### config.mk
export PLATFORM = sky130hd
export DESIGN_NAME = a2bus_timing
export DESIGN_NICKNAME = d
export VERILOG_FILES = /design/src/source/a2_timing_pkg.sv /design/src/source/a2_edge_sync.sv /design/src/source/a2_phase_engine.sv /design/src/source/a2_lock_ctrl.sv /design/src/source/a2bus_timing.sv
export SDC_FILE = /design/constraint.sdc
export NUM_CORES = 1
export LEC_CHECK = 0
export ABC_CLOCK_PERIOD_IN_PS = 10400
export BUFFER_PORTS_ARGS = -buffer_cell sky130_fd_sc_hd__buf_4
export CAP_MARGIN = 10
export CORE_ASPECT_RATIO = 0.7
export CORE_MARGIN = 2
export CORE_UTILIZATION = 58
export CTS_CLUSTER_SIZE = 12
export DETAILED_ROUTE_END_ITERATION = 16
export GPL_TIMING_DRIVEN = 0
export PLACE_DENSITY = 0.75
export SYNTH_ARGS = -nofsm -noshare
export SYNTH_HDL_FRONTEND = slang
export SYNTH_SLANG_ARGS = --single-unit
### constraint.sdc
create_clock -name clk_logic_i -period 10.4 [get_ports clk_logic_i]
set_input_delay 1.56 -clock clk_logic_i [delete_from_list [all_inputs] [get_ports clk_logic_i]]
set_output_delay 1.56 -clock clk_logic_i [all_outputs]
set_load 0.005 [all_outputs]
### src/source/a2_timing_pkg.sv
// ==========================================================================
// Apple II bus timing package
// Shared phase, clock-state and lock-command types plus lock constants
// ==========================================================================

package a2_timing_pkg;

    // Phase index within one CPU cycle, 0 to 13
    typedef logic [3:0] phase_t;

    // Number of 14M ticks in a normal CPU cycle
    localparam int PHASE_COUNT = 14;

    // Apple clock levels with 7M as the MSB so a phase map entry reads as 7M, Phi1, Q3
    typedef struct packed {
        logic clk_7m;
        logic phi1;
        logic q3;
    } a2_clocks_t;

    // One-cycle commands from the lock controller to the phase engine
    typedef struct packed {
        // Load phase 0 and preload the accumulator
        logic snap;
        // Add a quarter step on top of the nominal step for one clock
        logic trim_fast;
        // Take a quarter step away from the nominal step for one clock
        logic trim_slow;
    } lock_cmd_t;

    // Lock FSM states
    typedef enum logic [1:0] {
        UNLOCKED  = 2'd0,
        ACQUIRING = 2'd1,
        LOCKED    = 2'd2
    } lock_state_e;

    // Clocks from an input change to the detected edge pulse
    localparam int SYNC_LATENCY = 3;

    // Tolerance in logic clocks around the expected edge offset
    localparam int ACCEPT_WINDOW = 2;

    // Consecutive in-window rises needed to declare lock
    localparam int LOCK_THRESHOLD = 8;

    // Consecutive misses that drop the controller back to UNLOCKED
    localparam int UNLOCK_THRESHOLD = 4;

endpackage

### src/source/a2_edge_sync.sv
// ==========================================================================
// Input edge synchronizer
// Brings an asynchronous level into the logic clock and pulses on its rise
// ==========================================================================

module a2_edge_sync (
    input  logic clk_logic_i,
    input  logic rst_i,
    input  logic async_i,
    output logic rise_o
);

    // Two-flop synchronizer, then a history flop of the clean level
    logic meta_q;
    logic sync_q;
    logic hist_q;

    always_ff @(posedge clk_logic_i) begin
        if (rst_i) begin
            meta_q <= 1'b0;
            sync_q <= 1'b0;
            hist_q <= 1'b0;
            rise_o <= 1'b0;
        end else begin
            meta_q <= async_i;
            sync_q <= meta_q;
            hist_q <= sync_q;
            // Registered pulse lands three edges after the first high sample
            rise_o <= sync_q & ~hist_q;
        end
    end

endmodule

### src/source/a2_phase_engine.sv
// ==========================================================================
// Predictive phase engine
// Fractional-N 14M tick generator driving a 14-step Apple II phase map
// ==========================================================================

module a2_phase_engine #(
    parameter int CLOCK_SPEED_HZ = 54_000_000,
    parameter int APPLE_HZ       = 14_318_181
) (
    input  logic                      clk_logic_i,
    input  logic                      rst_i,
    input  a2_timing_pkg::lock_cmd_t  cmd_i,
    output a2_timing_pkg::a2_clocks_t clocks_o,
    output logic                      phi1_rise_o,
    output logic                      phi1_fall_o,
    output logic                      q3_rise_o,
    output logic                      q3_fall_o,
    output logic                      m7_rise_o,
    output logic                      m7_fall_o
);

    import a2_timing_pkg::*;

    // ======================================================================
    // Accumulator constants
    // ======================================================================

    // Two spare bits cover the trimmed step and the snap preload
    localparam int ACC_W = $clog2(CLOCK_SPEED_HZ) + 2;
    typedef logic [ACC_W-1:0] acc_t;

    localparam acc_t LIMIT     = acc_t'(CLOCK_SPEED_HZ);
    localparam acc_t STEP      = acc_t'(APPLE_HZ);
    localparam acc_t STEP_FAST = acc_t'(APPLE_HZ + APPLE_HZ / 4);
    localparam acc_t STEP_SLOW = acc_t'(APPLE_HZ - APPLE_HZ / 4);
    // The real edge is SYNC_LATENCY clocks old by the time a snap arrives
    localparam acc_t PRELOAD   = acc_t'(SYNC_LATENCY * APPLE_HZ);

    localparam phase_t LAST_PHASE = phase_t'(PHASE_COUNT - 1);

    // 7M is the phase LSB, Phi1 is high in phases 0 to 6 and Q3 in 0 to 3 and 7 to 10
    localparam a2_clocks_t PHASE_MAP [PHASE_COUNT] = '{
        3'b011, 3'b111, 3'b011, 3'b111, 3'b010, 3'b110, 3'b010,
        3'b101, 3'b001, 3'b101, 3'b001, 3'b100, 3'b000, 3'b100
    };

    acc_t       acc_q;
    acc_t       acc_sum;
    acc_t       acc_d;
    phase_t     phase_q;
    phase_t     phase_d;
    logic       tick;
    a2_clocks_t clocks_q;
    a2_clocks_t clocks_hist_q;

    // ======================================================================
    // Next-state logic
    // ======================================================================

    always_comb begin
        // Trims bend the step for a single clock only
        if (cmd_i.trim_fast) begin
            acc_sum = acc_q + STEP_FAST;
        end else if (cmd_i.trim_slow) begin
            acc_sum = acc_q + STEP_SLOW;
        end else begin
            acc_sum = acc_q + STEP;
        end

        if (cmd_i.snap) begin
            // Restart at phase 0 and catch up if the preload already overflows
            tick    = (PRELOAD >= LIMIT);
            acc_d   = tick ? PRELOAD - LIMIT : PRELOAD;
            phase_d = '0;
        end else begin
            tick    = (acc_sum >= LIMIT);
            acc_d   = tick ? acc_sum - LIMIT : acc_sum;
            phase_d = phase_q;
        end

        if (tick) begin
            phase_d = (phase_d == LAST_PHASE) ? '0 : phase_d + 4'd1;
        end
    end

    // ======================================================================
    // State and output registers
    // ======================================================================

    always_ff @(posedge clk_logic_i) begin
        if (rst_i) begin
            acc_q         <= '0;
            phase_q       <= '0;
            clocks_q      <= PHASE_MAP[0];
            clocks_hist_q <= PHASE_MAP[0];
        end else begin
            acc_q         <= acc_d;
            phase_q       <= phase_d;
            // Decode the next phase so levels change on the tick's own edge
            clocks_q      <= PHASE_MAP[phase_d];
            clocks_hist_q <= clocks_q;
        end
    end

    assign clocks_o = clocks_q;

    // Edge pulses come from the level register against its history
    assign phi1_rise_o = clocks_q.phi1 & ~clocks_hist_q.phi1;
    assign phi1_fall_o = ~clocks_q.phi1 & clocks_hist_q.phi1;
    assign q3_rise_o   = clocks_q.q3 & ~clocks_hist_q.q3;
    assign q3_fall_o   = ~clocks_q.q3 & clocks_hist_q.q3;
    assign m7_rise_o   = clocks_q.clk_7m & ~clocks_hist_q.clk_7m;
    assign m7_fall_o   = ~clocks_q.clk_7m & clocks_hist_q.clk_7m;

endmodule

### src/source/a2_lock_ctrl.sv
// ==========================================================================
// Phase lock controller
// Compares input Phi1 rises with predicted ones, snaps or trims the engine
// ==========================================================================

module a2_lock_ctrl #(
    parameter int CLOCK_SPEED_HZ = 54_000_000,
    parameter int APPLE_HZ       = 14_318_181
) (
    input  logic                     clk_logic_i,
    input  logic                     rst_i,
    input  logic                     phi1_rise_i,
    input  logic                     pred_phi1_rise_i,
    output a2_timing_pkg::lock_cmd_t cmd_o,
    output logic                     lock_o,
    output logic                     error_o
);

    import a2_timing_pkg::*;

    // Logic clocks per CPU cycle, rounded up
    localparam int CYCLE_CLKS =
        int'((longint'(CLOCK_SPEED_HZ) * PHASE_COUNT + APPLE_HZ - 1) / APPLE_HZ);
    localparam int OFF_W = $clog2(CYCLE_CLKS) + 1;
    typedef logic [OFF_W-1:0] offset_t;

    localparam offset_t OFF_MAX       = '1;
    localparam offset_t CENTER        = offset_t'(SYNC_LATENCY);
    localparam offset_t NEAR_CUR_MAX  = offset_t'(SYNC_LATENCY + ACCEPT_WINDOW);
    localparam offset_t NEAR_NEXT_MIN = offset_t'(CYCLE_CLKS - ACCEPT_WINDOW);
    // Shorter than a cycle so the next rise is never blocked by jitter
    localparam offset_t HOLDOFF       = offset_t'(CYCLE_CLKS - 2 * ACCEPT_WINDOW - 1);

    offset_t     offset_q;
    offset_t     cooldown_q;
    lock_state_e state_q;
    logic [3:0]  good_q;
    logic [3:0]  miss_q;
    lock_cmd_t   cmd_q;
    logic        error_q;
    logic        near_cur;
    logic        near_next;
    logic        in_window;
    logic        missed;

    // Saturating count of clocks since the predicted Phi1 rise
    always_ff @(posedge clk_logic_i) begin
        if (rst_i) begin
            offset_q <= OFF_MAX;
        end else if (pred_phi1_rise_i) begin
            offset_q <= '0;
        end else if (offset_q != OFF_MAX) begin
            offset_q <= offset_q + 1'b1;
        end
    end

    // A rise just after the predicted edge, or just before the next one, is good
    assign near_cur  = (offset_q <= NEAR_CUR_MAX);
    assign near_next = (offset_q >= NEAR_NEXT_MIN);
    assign in_window = phi1_rise_i & (near_cur | near_next);
    assign missed    = phi1_rise_i & ~(near_cur | near_next);

    // ======================================================================
    // Lock FSM
    // ======================================================================

    always_ff @(posedge clk_logic_i) begin
        if (rst_i) begin
            state_q    <= UNLOCKED;
            good_q     <= '0;
            miss_q     <= '0;
            cooldown_q <= '0;
            cmd_q      <= '0;
            error_q    <= 1'b0;
        end else begin
            // Commands live for one clock only
            cmd_q <= '0;
            if (cooldown_q != '0) begin
                cooldown_q <= cooldown_q - 1'b1;
            end

            case (state_q)
                UNLOCKED: begin
                    good_q     <= '0;
                    miss_q     <= '0;
                    cooldown_q <= '0;
                    // Any rise is taken as phase 0
                    if (phi1_rise_i) begin
                        cmd_q.snap <= 1'b1;
                        state_q    <= ACQUIRING;
                    end
                end
                ACQUIRING: begin
                    if (in_window) begin
                        good_q <= good_q + 1'b1;
                        miss_q <= '0;
                        if (good_q >= LOCK_THRESHOLD - 1) begin
                            state_q <= LOCKED;
                            error_q <= 1'b0;
                        end
                    end else if (missed) begin
                        good_q <= '0;
                        miss_q <= miss_q + 1'b1;
                        if (miss_q >= UNLOCK_THRESHOLD - 1) begin
                            state_q <= UNLOCKED;
                        end
                    end
                end
                LOCKED: begin
                    if (in_window) begin
                        miss_q <= '0;
                        // Early or near the next edge means the engine runs slow
                        if (cooldown_q == '0) begin
                            if ((near_next && !near_cur) || offset_q < CENTER) begin
                                cmd_q.trim_fast <= 1'b1;
                                cooldown_q      <= HOLDOFF;
                            end else if (offset_q > CENTER) begin
                                cmd_q.trim_slow <= 1'b1;
                                cooldown_q      <= HOLDOFF;
                            end
                        end
                    end else if (missed) begin
                        good_q  <= '0;
                        miss_q  <= miss_q + 1'b1;
                        error_q <= 1'b1;
                        if (miss_q >= UNLOCK_THRESHOLD - 1) begin
                            state_q <= UNLOCKED;
                        end
                    end
                end
                default: begin
                    state_q <= UNLOCKED;
                end
            endcase
        end
    end

    assign cmd_o   = cmd_q;
    assign lock_o  = (state_q == LOCKED);
    assign error_o = error_q;

endmodule

### src/source/a2bus_timing.sv
// ==========================================================================
// Apple II bus timing top level
// Synchronizer, predictive phase engine and lock controller wired together
// ==========================================================================

module a2bus_timing #(
    parameter int CLOCK_SPEED_HZ = 54_000_000,
    parameter int APPLE_HZ       = 14_318_181
) (
    input  logic clk_logic_i,
    input  logic rst_i,
    input  logic a2_phi1_i,
    output logic lock_o,
    output logic error_o,
    output logic phi0_o,
    output logic phi0_posedge_o,
    output logic phi0_negedge_o,
    output logic phi1_o,
    output logic phi1_posedge_o,
    output logic phi1_negedge_o,
    output logic q3_o,
    output logic q3_posedge_o,
    output logic q3_negedge_o,
    output logic clk_7m_o,
    output logic clk_7m_posedge_o,
    output logic clk_7m_negedge_o,
    output logic clk_14m_posedge_o
);

    import a2_timing_pkg::*;

    logic       phi1_rise;
    lock_cmd_t  lock_cmd;
    a2_clocks_t clocks;

    // Input side only feeds the phase comparison
    a2_edge_sync u_edge_sync (
        .clk_logic_i (clk_logic_i),
        .rst_i       (rst_i),
        .async_i     (a2_phi1_i),
        .rise_o      (phi1_rise)
    );

    // Free-running engine is the only source of output timing
    a2_phase_engine #(
        .CLOCK_SPEED_HZ (CLOCK_SPEED_HZ),
        .APPLE_HZ       (APPLE_HZ)
    ) u_phase_engine (
        .clk_logic_i (clk_logic_i),
        .rst_i       (rst_i),
        .cmd_i       (lock_cmd),
        .clocks_o    (clocks),
        .phi1_rise_o (phi1_posedge_o),
        .phi1_fall_o (phi1_negedge_o),
        .q3_rise_o   (q3_posedge_o),
        .q3_fall_o   (q3_negedge_o),
        .m7_rise_o   (clk_7m_posedge_o),
        .m7_fall_o   (clk_7m_negedge_o)
    );

    // Predicted Phi1 rise is the engine's own registered pulse
    a2_lock_ctrl #(
        .CLOCK_SPEED_HZ (CLOCK_SPEED_HZ),
        .APPLE_HZ       (APPLE_HZ)
    ) u_lock_ctrl (
        .clk_logic_i      (clk_logic_i),
        .rst_i            (rst_i),
        .phi1_rise_i      (phi1_rise),
        .pred_phi1_rise_i (phi1_posedge_o),
        .cmd_o            (lock_cmd),
        .lock_o           (lock_o),
        .error_o          (error_o)
    );

    assign phi1_o   = clocks.phi1;
    assign q3_o     = clocks.q3;
    assign clk_7m_o = clocks.clk_7m;

    // Phi0 is Phi1 inverted, so its edges swap
    assign phi0_o         = ~clocks.phi1;
    assign phi0_posedge_o = phi1_negedge_o;
    assign phi0_negedge_o = phi1_posedge_o;

    // Every 7M transition is one 14M tick
    assign clk_14m_posedge_o = clk_7m_posedge_o | clk_7m_negedge_o;

endmodule

# Yosys cells after proc, flatten, opt, wreduce, memory -nomap -nowiden
# Memories as Yosys holds them, arrays and structs flattened. A register that Yosys moved wholly into a read port is not among the register bits.
# Cells that the tools add are included.
[totals] register_bits=67 romBits=48 inputBits=3 mem_count=1
[memory_table] memory="(name not given)" words=16 width=3 read_ports=1 rd_clocked_by_memory_dff=1 write_ports=0 line="a2_phase_engine.sv:100" rtl="clocks_q <= PHASE_MAP[phase_d];"
[op_classes] add_sub_neg=9 magnitude_cmp=7 eq_ne=11 n_mux=38 n_bitwise=24 n_reduce_logical=19
[ops] op="two-way mux 28 bit" count=3
[ops] op="adder 28 x 24 -> 28 bit (second input constant)" count=2
[ops] op="two-way mux 7 bit" count=7
[ops] op="two-way mux 4 bit" count=8
[ops] op="adder 28 x 25 -> 28 bit (second input constant)" count=1
[ops] op="greater-or-equal comparator 28 x 26 -> 1 bit (second input constant)" count=1
[ops] op="subtractor 28 x 26 -> 28 bit (second input constant)" count=1
[ops] op="two-way mux 26 bit" count=1
[ops] op="one-hot mux 7 bit (2 select lines)" count=1
[ops] op="adder 4 x 1 -> 4 bit (second input constant)" count=3
[ops] op="two-way mux 2 bit" count=6
[ops] op="NOT 1 bit" count=12
[ops] op="one-hot mux 4 bit (3 select lines)" count=1
[ops] op="AND 1 bit" count=9
[ops] op="two-way mux 1 bit" count=8
[ops] op="one-hot mux 4 bit (2 select lines)" count=1
[ops] op="adder 7 x 1 -> 7 bit (second input constant)" count=1
[ops] op="greater-or-equal comparator 7 x 6 -> 1 bit (second input constant)" count=1
[ops] op="greater-than comparator 7 x 2 -> 1 bit (second input constant)" count=1
[ops] op="<= comparator 7 x 3 -> 1 bit (second input constant)" count=1
[ops] op="zero test 7 bit" count=1
[ops] op="less-than comparator 7 x 2 -> 1 bit (second input constant)" count=1
[ops] op="!= test 7 bit (second input constant)" count=1
[ops] op="nonzero test 7 bit" count=1
[ops] op="26 further kinds" count=35

# Depth between registers and ports, before layout
# Gate-level depths: netlist of the first run.
[depth] depth_word=8 depth_mapped=15 ltp_nobuf=12

# Cells and area by module
# Synthesis of the first run repeated with hierarchy kept, for this count alone.
[hier_totals] hier_cells=718 hier_area_um2=5696.7
[by_module_without_submodules] mod="a2_phase_engine" instances=1 cells_each=513 area_per_inst_um2=3913.8 seq_area_each_um2=740.7
[by_module_without_submodules] mod="a2_lock_ctrl" instances=1 cells_each=193 area_per_inst_um2=1646.6 seq_area_each_um2=560.5
[by_module_without_submodules] mod="a2_edge_sync" instances=1 cells_each=8 area_per_inst_um2=111.4 seq_area_each_um2=80.1
[by_module_without_submodules] mod="a2bus_timing" instances=1 cells_each=4 area_per_inst_um2=25.0 seq_area_each_um2=0.0

# Worst setup path after synthesis of the first run
# Ideal clock, no wire load.
[synth_path] path_type="register to register" startpoint="reg u_phase_engine.acc_q[2]" endpoint="reg u_phase_engine.acc_q[25]" setup_ns=0.136 t_arrival_ns=3.587 required_time_ns=10.264 path_slack_ns=6.676 stages_incl_launch_ff=14 path_buffers=1 synth_period_minus_slack_ns=3.724 cell_sequence="dfxtp_1 -> inv_1 -> ha_1 -> a2111oi_2 -> o311ai_1 -> and3_1 -> or4_4 -> a211oi_4 -> a41oi_2 -> o211a_4 -> o21a_1 -> buf_6 -> o41ai_1 -> a31oi_1"
[synth_between] elab_chain_len=6 word_cells_on_any_way=9 cone_classes="add/sub: 4; order compare: 1; mux: 4"
[synth_lines] item="start, declared" line="a2_phase_engine.sv:47" rtl="acc_t acc_q;"
[synth_lines] item="start signal, assigned" line="a2_phase_engine.sv:92" rtl="acc_q <= '0;"
[synth_lines] item="start signal, assigned" line="a2_phase_engine.sv:97" rtl="acc_q <= acc_d;"
[synth_lines] item="adder 28 x 24 -> 28 bit (on tied branches)" line="a2_phase_engine.sv:67, a2_phase_engine.sv:65"
[synth_lines] item="two-way mux 28 bit" line="a2_phase_engine.sv:64" rtl="end else if (cmd_i.trim_slow) begin"
[synth_lines] item="two-way mux 28 bit (*)" line="a2_phase_engine.sv:62" rtl="if (cmd_i.trim_fast) begin"
[synth_lines] item="subtractor 28 x 26 -> 28 bit or greater-or-equal comparator 28 x 26 -> 1 bit (tied branches)" line="a2_phase_engine.sv:77, a2_phase_engine.sv:76"
[synth_lines] item="two-way mux 28 bit (*)" line="a2_phase_engine.sv:77" rtl="acc_d = tick ? acc_sum - LIMIT : acc_sum;"
[synth_lines] item="two-way mux 26 bit (*)" line="a2_phase_engine.sv:70" rtl="if (cmd_i.snap) begin"
# Mark *: on every way between the ends. The rest lies on a longest branch, timed or not.
# A chain may end at the register's enable or synchronous reset.

# Worst setup path in the final report of the first run
[layout_path] startpoint="reg u_phase_engine.acc_q[2]" endpoint="reg u_phase_engine.acc_q[17]"
# The elaborated chain is that of the path after synthesis.

==> results.json, run 1 <==
{
  "slew_violations": 0,
  "start_util": 0.5939,
  "cts_setup_buffers": 0,
  "setup_tns_ns": 0,
  "ir_drop_uv": 244.9,
  "yosysWarningCount": 0,
  "critical_path_class": "reg2reg",
  "vias_per_cell": 6.758,
  "met1_usage": 0.4990,
  "final_cells": 844,
  "rsz0062_at_grt": "false",
  "fin_crit_sh": 0.4431,
  "synth.avg_cell_area_um2": 7.779,
  "synthArstFlopShare": 0,
  "seq_area_frac_synth": 0.2585,
  "grt_use_met3": 0.09986,
  "crit_fanout": 8,
  "min_period_ns": 4.609,
  "status": "complete, no violations",
  "synth_seq_cells": 69,
  "tightestPinTransition_ns": 1.155,
  "maxCapViolations": 0,
  "area.growth.synth_to_final_pct": 11.50,
  "nets": 736,
  "drive_gt1_frac": 0.1139,
  "cp_cell_sequence": "inv_1, ha_1, a21o_1, a311o_1, o2111a_1, nor4_1, a211o_1, a41oi_2, o211a_4, o21ai_2, nor3_1, a2111oi_0",
  "ys_types": 86,
  "synth-edff-count": 0,
  "portBuffers": 17,
  "layout.cells.most_common": "dfxtp_1",
  "ioPinCount": 18,
  "cts_buffer_depth": 2,
  "ff_latch_area_mm2": 0.001381,
  "antenna_found_initial": 0,
  "numCtsBuffers": 9,
  "critPathTopFamily": "compound AO/OA/AOI/OAI gates",
  "critPathCaptureType": "flop",
  "slew-limit-headroom": 0.2227,
  "multiInputGateArea_mm2": 0.003625,
  "setup_viol": 0,
  "p_per_area_mw_per_mm2": 275.3,
  "grt_max_degree": 15,
  "skew_ns": 0.006172,
  "final-hold-violation-count": 0,
  "drt_wl_total_mm": 16.49,
  "use_met2": 0.4572,
  "cts.clk_slew.worst_paths_ns": 0.06,
  "syn_inst": 687,
  "max_stage_delay_ns": 0.88,
  "clock-sinks": 69,
  "grt_pass1_vias": 5036,
  "die-width_um": 118.7,
  "max_freq_ghz": 0.2170,
  "slowest_stage": "nor4_1",
  "ctsResizeCount": 0,
  "antennaDiodeCount": 0,
  "grt_use_total": 0.3316,
  "fp.dieH_um": 84.31,
  "cts_tree": "done",
  "power.leakage_uw": 0.002306,
  "grt_pass1_wl_mm": 26.49,
  "drtAntennaViolNets": 0,
  "first_pass_iters": 6,
  "vias": 5704,
  "dpl.hpwl_mm": 12.04,
  "postCtsHoldBufs": 0,
  "clkLatencyLatePin_ns": 0.34,
  "htreeDepth": 3,
  "worstPathRequired_ns": 10.57,
  "detail_route.wl_per_cell_um": 19.54,
  "dieArea_mm2": 0.01001,
  "drt-initial-drc-count": 714,
  "syn_area_mm2": 0.005344,
  "gp_congestion": 1.006,
  "synth_flop_cell": "dfxtp_1",
  "worstPathArrival_ns": 4.78,
  "start_kind": "flop",
  "n_fill_cell": 803,
  "cts_root_buffer": "clkbuf_16",
  "path_buf_inv": 1,
  "dp_cells": 828,
  "gr-max-usage-layer": "met1",
  "syn_nets": 708,
  "utilization": 0.6621,
  "fp-row-count": 29,
  "overflow": 0,
  "drc": 0,
  "core_area_mm2": 0.008999,
  "hold_class": "reg2reg",
  "layout_common_cells": "dfxtp_1 (69), nor2_1 (62), a21oi_1 (48)"
}
metal layers:
layer | part of all wire | routed length, um
met5 | 0 | 0
met4 | 0.014 | 223
met3 | 0.12 | 2056
met2 | 0.39 | 6508
met1 | 0.47 | 7702
sequential cells by signal, summed over array words and instances, names as in the netlist:
name                          flops
u_lock_ctrl.good_q                4
u_phase_engine.acc_q             28
u_phase_engine.clocks_o           2
u_edge_sync.hist_q                1
u_edge_sync.rise_o                1
u_lock_ctrl.cooldown_q            7
u_lock_ctrl.miss_q                4
u_lock_ctrl.offset_q              7
u_lock_ctrl.state_q               2
u_phase_engine.phase_q            4
u_edge_sync.meta_q                1
u_edge_sync.sync_q                1
u_lock_ctrl.error_o               1
u_phase_engine.clocks_hist_q      3
u_lock_ctrl.cmd_o                 3
cells by family (layout without fill, tap and decap cells):
group / after synthesis / after routing / share of synthesized area
adders and majority gates: 18 / 18 / 0.04215
AOI/OAI and AO/OA: 226 / 226 / 0.3098
muxes: 6 / 6 / 0.01124
DFF: 69 / 69 / 0.2585
buffers and inverters: 76 / 109 / 0.06321
and+or+nand+nor: 258 / 258 / 0.2594
xor gates and xnor gates: 34 / 34 / 0.05572
synth_stat cells, types with 5 or more instances:
cell type	n	share of area
a32oi_1	5	0.0082
nor2b_1	13	0.015
nand3_1	26	0.024
and2_1	13	0.015
nand4_1	5	0.0059
a31oi_1	12	0.014
nor3_1	23	0.022
o21ai_0	33	0.031
ha_1	18	0.042
a211o_1	9	0.015
o21a_1	7	0.0098
a21o_1	15	0.021
clkbuf_1	22	0.015
or2_2	9	0.011
and3_1	14	0.016
a21oi_1	48	0.045
a211oi_1	16	0.022
or3_1	9	0.011
nand2_1	43	0.030
o22ai_1	5	0.0059
a311oi_1	5	0.0082
xnor2_1	22	0.036
mux2i_1	6	0.011
xor2_1	12	0.020
o31ai_1	6	0.0084
nor2_1	62	0.044
inv_1	30	0.021
o211ai_1	7	0.0098
nand2b_1	7	0.0082
buf_2	11	0.010
nor4_1	10	0.012
dfxtp_1	69	0.26
stage by stage:
stage	total power (uW)	cell area, um^2	worst slack, ns	hold slack (ns)
3_3_place_gp	1239	5627	6.076	0.3749
3_5_place_dp	1256	5627	6.062	0.3781
5_1_grt	1738	5958	5.571	0.4077
6_report	1640	5958	5.791	0.3824
2_1_floorplan	1048	5344	6.676	0.3674
4_1_cts	1606	5958	6.015	0.3862
layout make-up:
class	count	area share
multi-input combinational	542	0.6084
sequential	69	0.2318
clock buffer	9	0.03780
buffer	45	0.03717
tap	124	0.02604
timing repair buffer	17	0.02142
inverter	31	0.01953
clock inverter	7	0.01785
where the power goes:
part,internal (uW),switching (uW),total (uW)
clock,214,130,344
sequential,316,66.9,383
combinational,347,567,913
total,877,764,1640
path summary, 6_finish.rpt:
| check | startpoint | end | slack (ns) | cells after the start |
|---|---|---|---|---|
| max reg2reg | u_phase_engine.acc_q[2] | u_phase_engine.acc_q[17] | 5.79 | 12 |
| min | u_edge_sync.hist_q | u_edge_sync.rise_o | 0.38 | 1 |
| max | u_phase_engine.acc_q[2] | u_phase_engine.acc_q[17] | 5.79 | 12 |
| min reg2reg | u_edge_sync.hist_q | u_edge_sync.rise_o | 0.38 | 1 |
Power figures use the tool's default switching activity.
==> run 2, diff against run 1 <==
--- a/config.mk
+++ b/config.mk
@@ -5,7 +5,7 @@
 export SDC_FILE = /design/constraint.sdc
 export NUM_CORES = 1
 export LEC_CHECK = 0
-export ABC_CLOCK_PERIOD_IN_PS = 10400
+export ABC_CLOCK_PERIOD_IN_PS = 4700
 export BUFFER_PORTS_ARGS = -buffer_cell sky130_fd_sc_hd__buf_4
 export CAP_MARGIN = 10
 export CORE_ASPECT_RATIO = 0.7
==> constraint.sdc (replaced) <==
create_clock -name clk_logic_i -period 4.7 [get_ports clk_logic_i]
set_input_delay 0.705 -clock clk_logic_i [delete_from_list [all_inputs] [get_ports clk_logic_i]]
set_output_delay 0.705 -clock clk_logic_i [all_outputs]
set_load 0.005 [all_outputs]
==> run 2 against run 1 <==
Effect of this change:
- combinational power up 120%
- via count fell by 1.0%
- non-clock buffer count is the same
- clock power grew 120%
- clock skew rose by 0.00051 ns
- utilization rose by 0.083 points
- critical path type unchanged
- die area unchanged
- sequential power grew 120%
==> results.json, run 2 (same netlist as run 1, synthesis figures left out) <==
{
  "power_frac_clock": 0.209,
  "drt_wl_total_mm": 16.42,
  "cts_tree": "done",
  "crit_start": "u_phase_engine.acc_q[2]",
  "drc": 0,
  "worstPathArrival_ns": 4.67,
  "sequentialPowerShare": 0.233,
  "netSwitchingPower_uw": 1691,
  "cp_common_cell": "o21a_1",
  "ir_drop_uv": 544.0,
  "first_pass_iters": 5,
  "slowest_stage": "a2111oi_2",
  "htreeDepth": 3,
  "tightestPinTransition_ns": 0.9826,
  "clkLatencyLatePin_ns": 0.34,
  "crit_fanout": 10,
  "antenna_found_initial": 0,
  "drtAntennaViolNets": 0,
  "nets": 736,
  "max_stage_delay_ns": 0.58,
  "gp_congestion": 1.006,
  "power.leakage_uw": 0.002307,
  "crit_path_end": "u_phase_engine.acc_q[20]",
  "dieArea_mm2": 0.01001,
  "postCtsHoldBufs": 0,
  "p_int_uw": 1944,
  "path_buf_inv": 3,
  "layout.cells.most_common": "dfxtp_1",
  "combPwrFrac": 0.558,
  "detail_route.wl_per_cell_um": 19.46,
  "drive_gt1_frac": 0.1153,
  "min_period_ns": 4.456,
  "critical_path_class": "reg2reg",
  "fin_total_pwr_uw": 3635,
  "core_area_mm2": 0.008999,
  "numCtsBuffers": 9,
  "cp_cell_sequence": "inv_1, ha_1, a2111oi_2, o311ai_1, and3_1, or4_4, a211oi_4, a41oi_2, o211a_4, o21a_1, buf_6, buf_2, o21a_1, nor3_1",
  "p_per_area_mw_per_mm2": 609.3,
  "setup_tns_ns": 0,
  "hold_start": "u_edge_sync.hist_q",
  "dpl.hpwl_mm": 12.04,
  "grt_use_total": 0.3316,
  "hold_class": "reg2reg",
  "max_freq_ghz": 0.2244,
  "cp.depth": 14,
  "critPathCaptureType": "flop",
  "ioPinCount": 18,
  "cts_buffer_depth": 2,
  "reg2reg_slack_ns": 0.24,
  "rsz0062_at_grt": "false",
  "largest_register_ffs": 28,
  "start_kind": "flop",
  "reg2regPathDepth": 14,
  "clock-sinks": 69,
  "drt-initial-drc-count": 699,
  "slew_violations": 0,
  "worstPathRequired_ns": 4.92,
  "top_register": "u_phase_engine.acc_q",
  "cts_root_buffer": "clkbuf_16",
  "fp.dieH_um": 84.31,
  "die-width_um": 118.7,
  "vias_per_cell": 6.690,
  "grt_max_degree": 15,
  "fp-row-count": 29,
  "vias": 5646,
  "critPathTopFamily": "compound AO/OA/AOI/OAI gates",
  "overflow": 0,
  "area.growth.synth_to_final_pct": 11.64,
  "reg_top3": "u_phase_engine.acc_q (28), u_lock_ctrl.cooldown_q (7), u_lock_ctrl.offset_q (7)",
  "cts.clk_slew.worst_paths_ns": 0.06,
  "maxCapViolations": 0,
  "grt_pass1_wl_mm": 26.49,
  "layout_common_cells": "dfxtp_1 (69), nor2_1 (62), a21oi_1 (48)",
  "final-hold-violation-count": 0,
  "regToRegEndpoint": "u_phase_engine.acc_q[20]",
  "start_util": 0.5939,
  "antennaDiodeCount": 0,
  "portBuffers": 17,
  "switching_share": 0.4651,
  "r2r_start": "u_phase_engine.acc_q[2]",
  "slew-limit-headroom": 0.3429,
  "status": "complete, no violations",
  "setup_viol": 0,
  "fin_crit_sh": 0.9482,
  "skew_ns": 0.006686,
  "grt_pass1_vias": 5036
}
run 2: final cells by class:
cell class	count	area [um^2]
inverter	31	116.4
fill	804	3033
tap	124	155.1
buffer	45	221.5
timing repair buffer	17	127.6
clock inverter	7	106.4
multi-input combinational	542	3632
clock buffer	9	225.2
sequential	69	1381
run 2: repair_timing:
| item | 4_1_cts | 5_1_grt |
|---|---|---|
| setup endpoints to repair | 0 | 4 |
| setup buffers | 0 | 0 |
| resized for setup | 0 | 2 |
run 2: how the worst min path moves through the flow:
stage | endpoint | cells past startpoint
final | u_edge_sync.rise_o | 1
after global routing | u_edge_sync.rise_o | 1
after CTS | u_edge_sync.rise_o | 1
after detailed placement | u_edge_sync.rise_o | 1
after global placement | u_edge_sync.rise_o | 1
after floorplan | u_edge_sync.rise_o | 1
run 2: power groups by stage:
stage / clock network (uW) / registers (uW) / logic (uW)
3_5_place_dp: 0 / 851 / 1930
6_report: 760 / 846 / 2030
5_1_grt: 788 / 862 / 2200
2_1_floorplan: 0 / 810 / 1510
4_1_cts: 765 / 839 / 1950
3_3_place_gp: 0 / 848 / 1890
run 2: metal layers:
| layer | share of wire | track usage | vias to the layer above |
|---|---|---|---|
| li1 | - | - | 2618 |
| met1 | 0.47 | 0.4990 | 2651 |
| met2 | 0.40 | 0.4572 | 352 |
| met3 | 0.12 | 0.09986 | 25 |
| met4 | 0.015 | 0.08009 | 0 |
| met5 | 0 | 0 | - |
run 2: metrics by stage:
step	utilization	std cells	setup slack (ns)	cell area, um^2	hold WS [ns]
3_5_place_dp	0.6253	828	0.3622	5627	0.3781
4_1_cts	0.6621	844	0.3149	5958	0.3862
3_3_place_gp	0.6253	828	0.3762	5627	0.3749
6_report	0.6630	844	0.2436	5966	0.3825
2_1_floorplan	-	687	0.9763	5344	0.3674
5_1_grt	0.6630	844	0.01656	5966	0.4077
==> run 3, diff against run 2 <==
--- a/config.mk
+++ b/config.mk
@@ -6,7 +6,7 @@
 export NUM_CORES = 1
 export LEC_CHECK = 0
 export ABC_CLOCK_PERIOD_IN_PS = 4700
-export BUFFER_PORTS_ARGS = -buffer_cell sky130_fd_sc_hd__buf_4
+export BUFFER_PORTS_ARGS = -buffer_cell sky130_fd_sc_hd__buf_2
 export CAP_MARGIN = 10
 export CORE_ASPECT_RATIO = 0.7
 export CORE_MARGIN = 2
==> run 3 against run 2 <==
Effect of this change:
- die area unchanged
- worst setup slack got worse by 0.042 ns
- utilization decreased by 0.070 points
- via count increased by 0.14%
- clock power increased by 6.6%
- clock-buffer cell count increased by 1
- fmax decreased by 0.93%
- sequential power increased by 0.9%
- cell count unchanged
- sequential cell count unchanged
- critical path depth unchanged
- critical path type unchanged
- critical endpoint unchanged
==> results.json, run 3 (same netlist as run 1, synthesis figures left out) <==
{
  "die-width_um": 118.7,
  "hold_class": "reg2reg",
  "skew_ns": 0.007750,
  "drt-initial-drc-count": 752,
  "start_util": 0.5939,
  "cts_root_buffer": "clkbuf_16",
  "nets": 736,
  "crit_fanout": 10,
  "gp_congestion": 0.9758,
  "largest_register_ffs": 28,
  "clkLatencyLatePin_ns": 0.34,
  "n_fill_cell": 798,
  "fin_crit_sh": 0.9571,
  "layout.cells.most_common": "dfxtp_1",
  "top_register": "u_phase_engine.acc_q",
  "worstPathRequired_ns": 4.92,
  "drc": 0,
  "drtAntennaViolNets": 0,
  "ioPinCount": 18,
  "pre_cts_slack_ns": 0.2120,
  "vias_per_cell": 6.699,
  "antennaDiodeCount": 0,
  "dpl.hpwl_mm": 11.87,
  "rsz0062_at_grt": "false",
  "drive_gt1_frac": 0.1153,
  "p_per_area_mw_per_mm2": 617.2,
  "slew_violations": 0,
  "ir_drop_uv": 451.2,
  "cts_buffer_depth": 2,
  "critical_path_class": "reg2reg",
  "layout_common_cells": "dfxtp_1 (69), nor2_1 (62), a21oi_1 (48)",
  "worstPathArrival_ns": 4.72,
  "fin_ws_ns": 0.2019,
  "detail_route.wl_per_cell_um": 19.22,
  "cts_tree": "done",
  "fp-row-count": 29,
  "maxCapViolations": 0,
  "grt_pass1_vias": 5071,
  "status": "complete, no violations",
  "grt_pass1_wl_mm": 26.12,
  "start_kind": "flop",
  "reg_top3": "u_phase_engine.acc_q (28), u_lock_ctrl.cooldown_q (7), u_lock_ctrl.offset_q (7)",
  "core_area_mm2": 0.008999,
  "setup_tns_ns": 0,
  "final-hold-violation-count": 0,
  "numCtsBuffers": 9,
  "portBuffers": 17,
  "min_period_ns": 4.498,
  "first_pass_iters": 6,
  "htreeDepth": 3,
  "grt_max_degree": 14,
  "dieArea_mm2": 0.01001,
  "clock-sinks": 69,
  "max_freq_ghz": 0.2223,
  "fp.dieH_um": 84.31,
  "grt_use_total": 0.3244,
  "setup_viol": 0,
  "slew-limit-headroom": 0.3495,
  "overflow": 0,
  "critPathCaptureType": "flop",
  "area.growth.synth_to_final_pct": 11.52,
  "drt_wl_total_mm": 16.22,
  "tightestPinTransition_ns": 0.9722,
  "power.leakage_uw": 0.002323,
  "antenna_found_initial": 0,
  "vias": 5654,
  "cts.clk_slew.worst_paths_ns": 0.06
}
## run 3: final cells by class
class | instances | area (um^2) | area share
clock buffer | 10 | 239.0 | 0.04010
sequential | 69 | 1381 | 0.2318
inverter | 31 | 116.4 | 0.01953
timing repair buffer | 17 | 85.08 | 0.01428
buffer | 45 | 221.5 | 0.03716
multi-input combinational | 542 | 3645 | 0.6116
clock inverter | 6 | 116.4 | 0.01953
tap | 124 | 155.1 | 0.02603
## run 3: where the power goes
group / switching, uW / internal (uW) / total [uW]
Clock: 273 / 537 / 810
Sequential: 154 / 700 / 854
Combinational: 1250 / 762 / 2010
Total: 1680 / 2000 / 3680
## run 3: routing by layer
layer / share of wire / up-vias / track usage
met2: 0.39 / 390 / 0.4441
met4: 0.018 / 0 / 0.08442
met3: 0.14 / 33 / 0.09239
met1: 0.46 / 2617 / 0.4917
met5: 0 / - / 0
li1: - / 2614 / -
## run 3: timing repair
action | in CTS | in global routing
setup buffers | 0 | 0
gates resized for setup | 0 | 3
hold buffers | 0 | 0
setup endpoints to repair | 0 | 11
## run 3: through the flow
stage          hold slack, ns  total power [uW]  utilization  cell area (um^2)  instances
2_1_floorplan          0.3674              2320            -              5344        687
3_3_place_gp           0.3726              2723       0.6206              5584        828
3_5_place_dp           0.3779              2772       0.6206              5584        828
4_1_cts                0.3849              3592       0.6600              5939        844
5_1_grt                0.4269              3894       0.6623              5959        844
6_report               0.3867              3678       0.6623              5959        844
## run 3: worst paths after layout
| path | slack (ns) | cells after the start | to | start |
|---|---|---|---|---|
| max | 0.20 | 14 | u_phase_engine.acc_q[20] | u_phase_engine.acc_q[2] |
| min | 0.39 | 1 | u_edge_sync.rise_o | u_edge_sync.hist_q |
| max reg2reg | 0.20 | 14 | u_phase_engine.acc_q[20] | u_phase_engine.acc_q[2] |
| min reg2reg | 0.39 | 1 | u_edge_sync.rise_o | u_edge_sync.hist_q |
## run 3: worst max-delay path, cell delays in order (launching register included)
cell and delay, ns:
dfxtp_1 0.52, inv_1 0.18, ha_1 0.27, a2111oi_4 0.51, o311ai_1 0.28, and3_1 0.28
or4_4 0.53, a211oi_4 0.33, a41oi_2 0.21, o211a_4 0.31, o21a_1 0.20, buf_6 0.14
buf_2 0.19, o21a_1 0.18, nor3_1 0.24
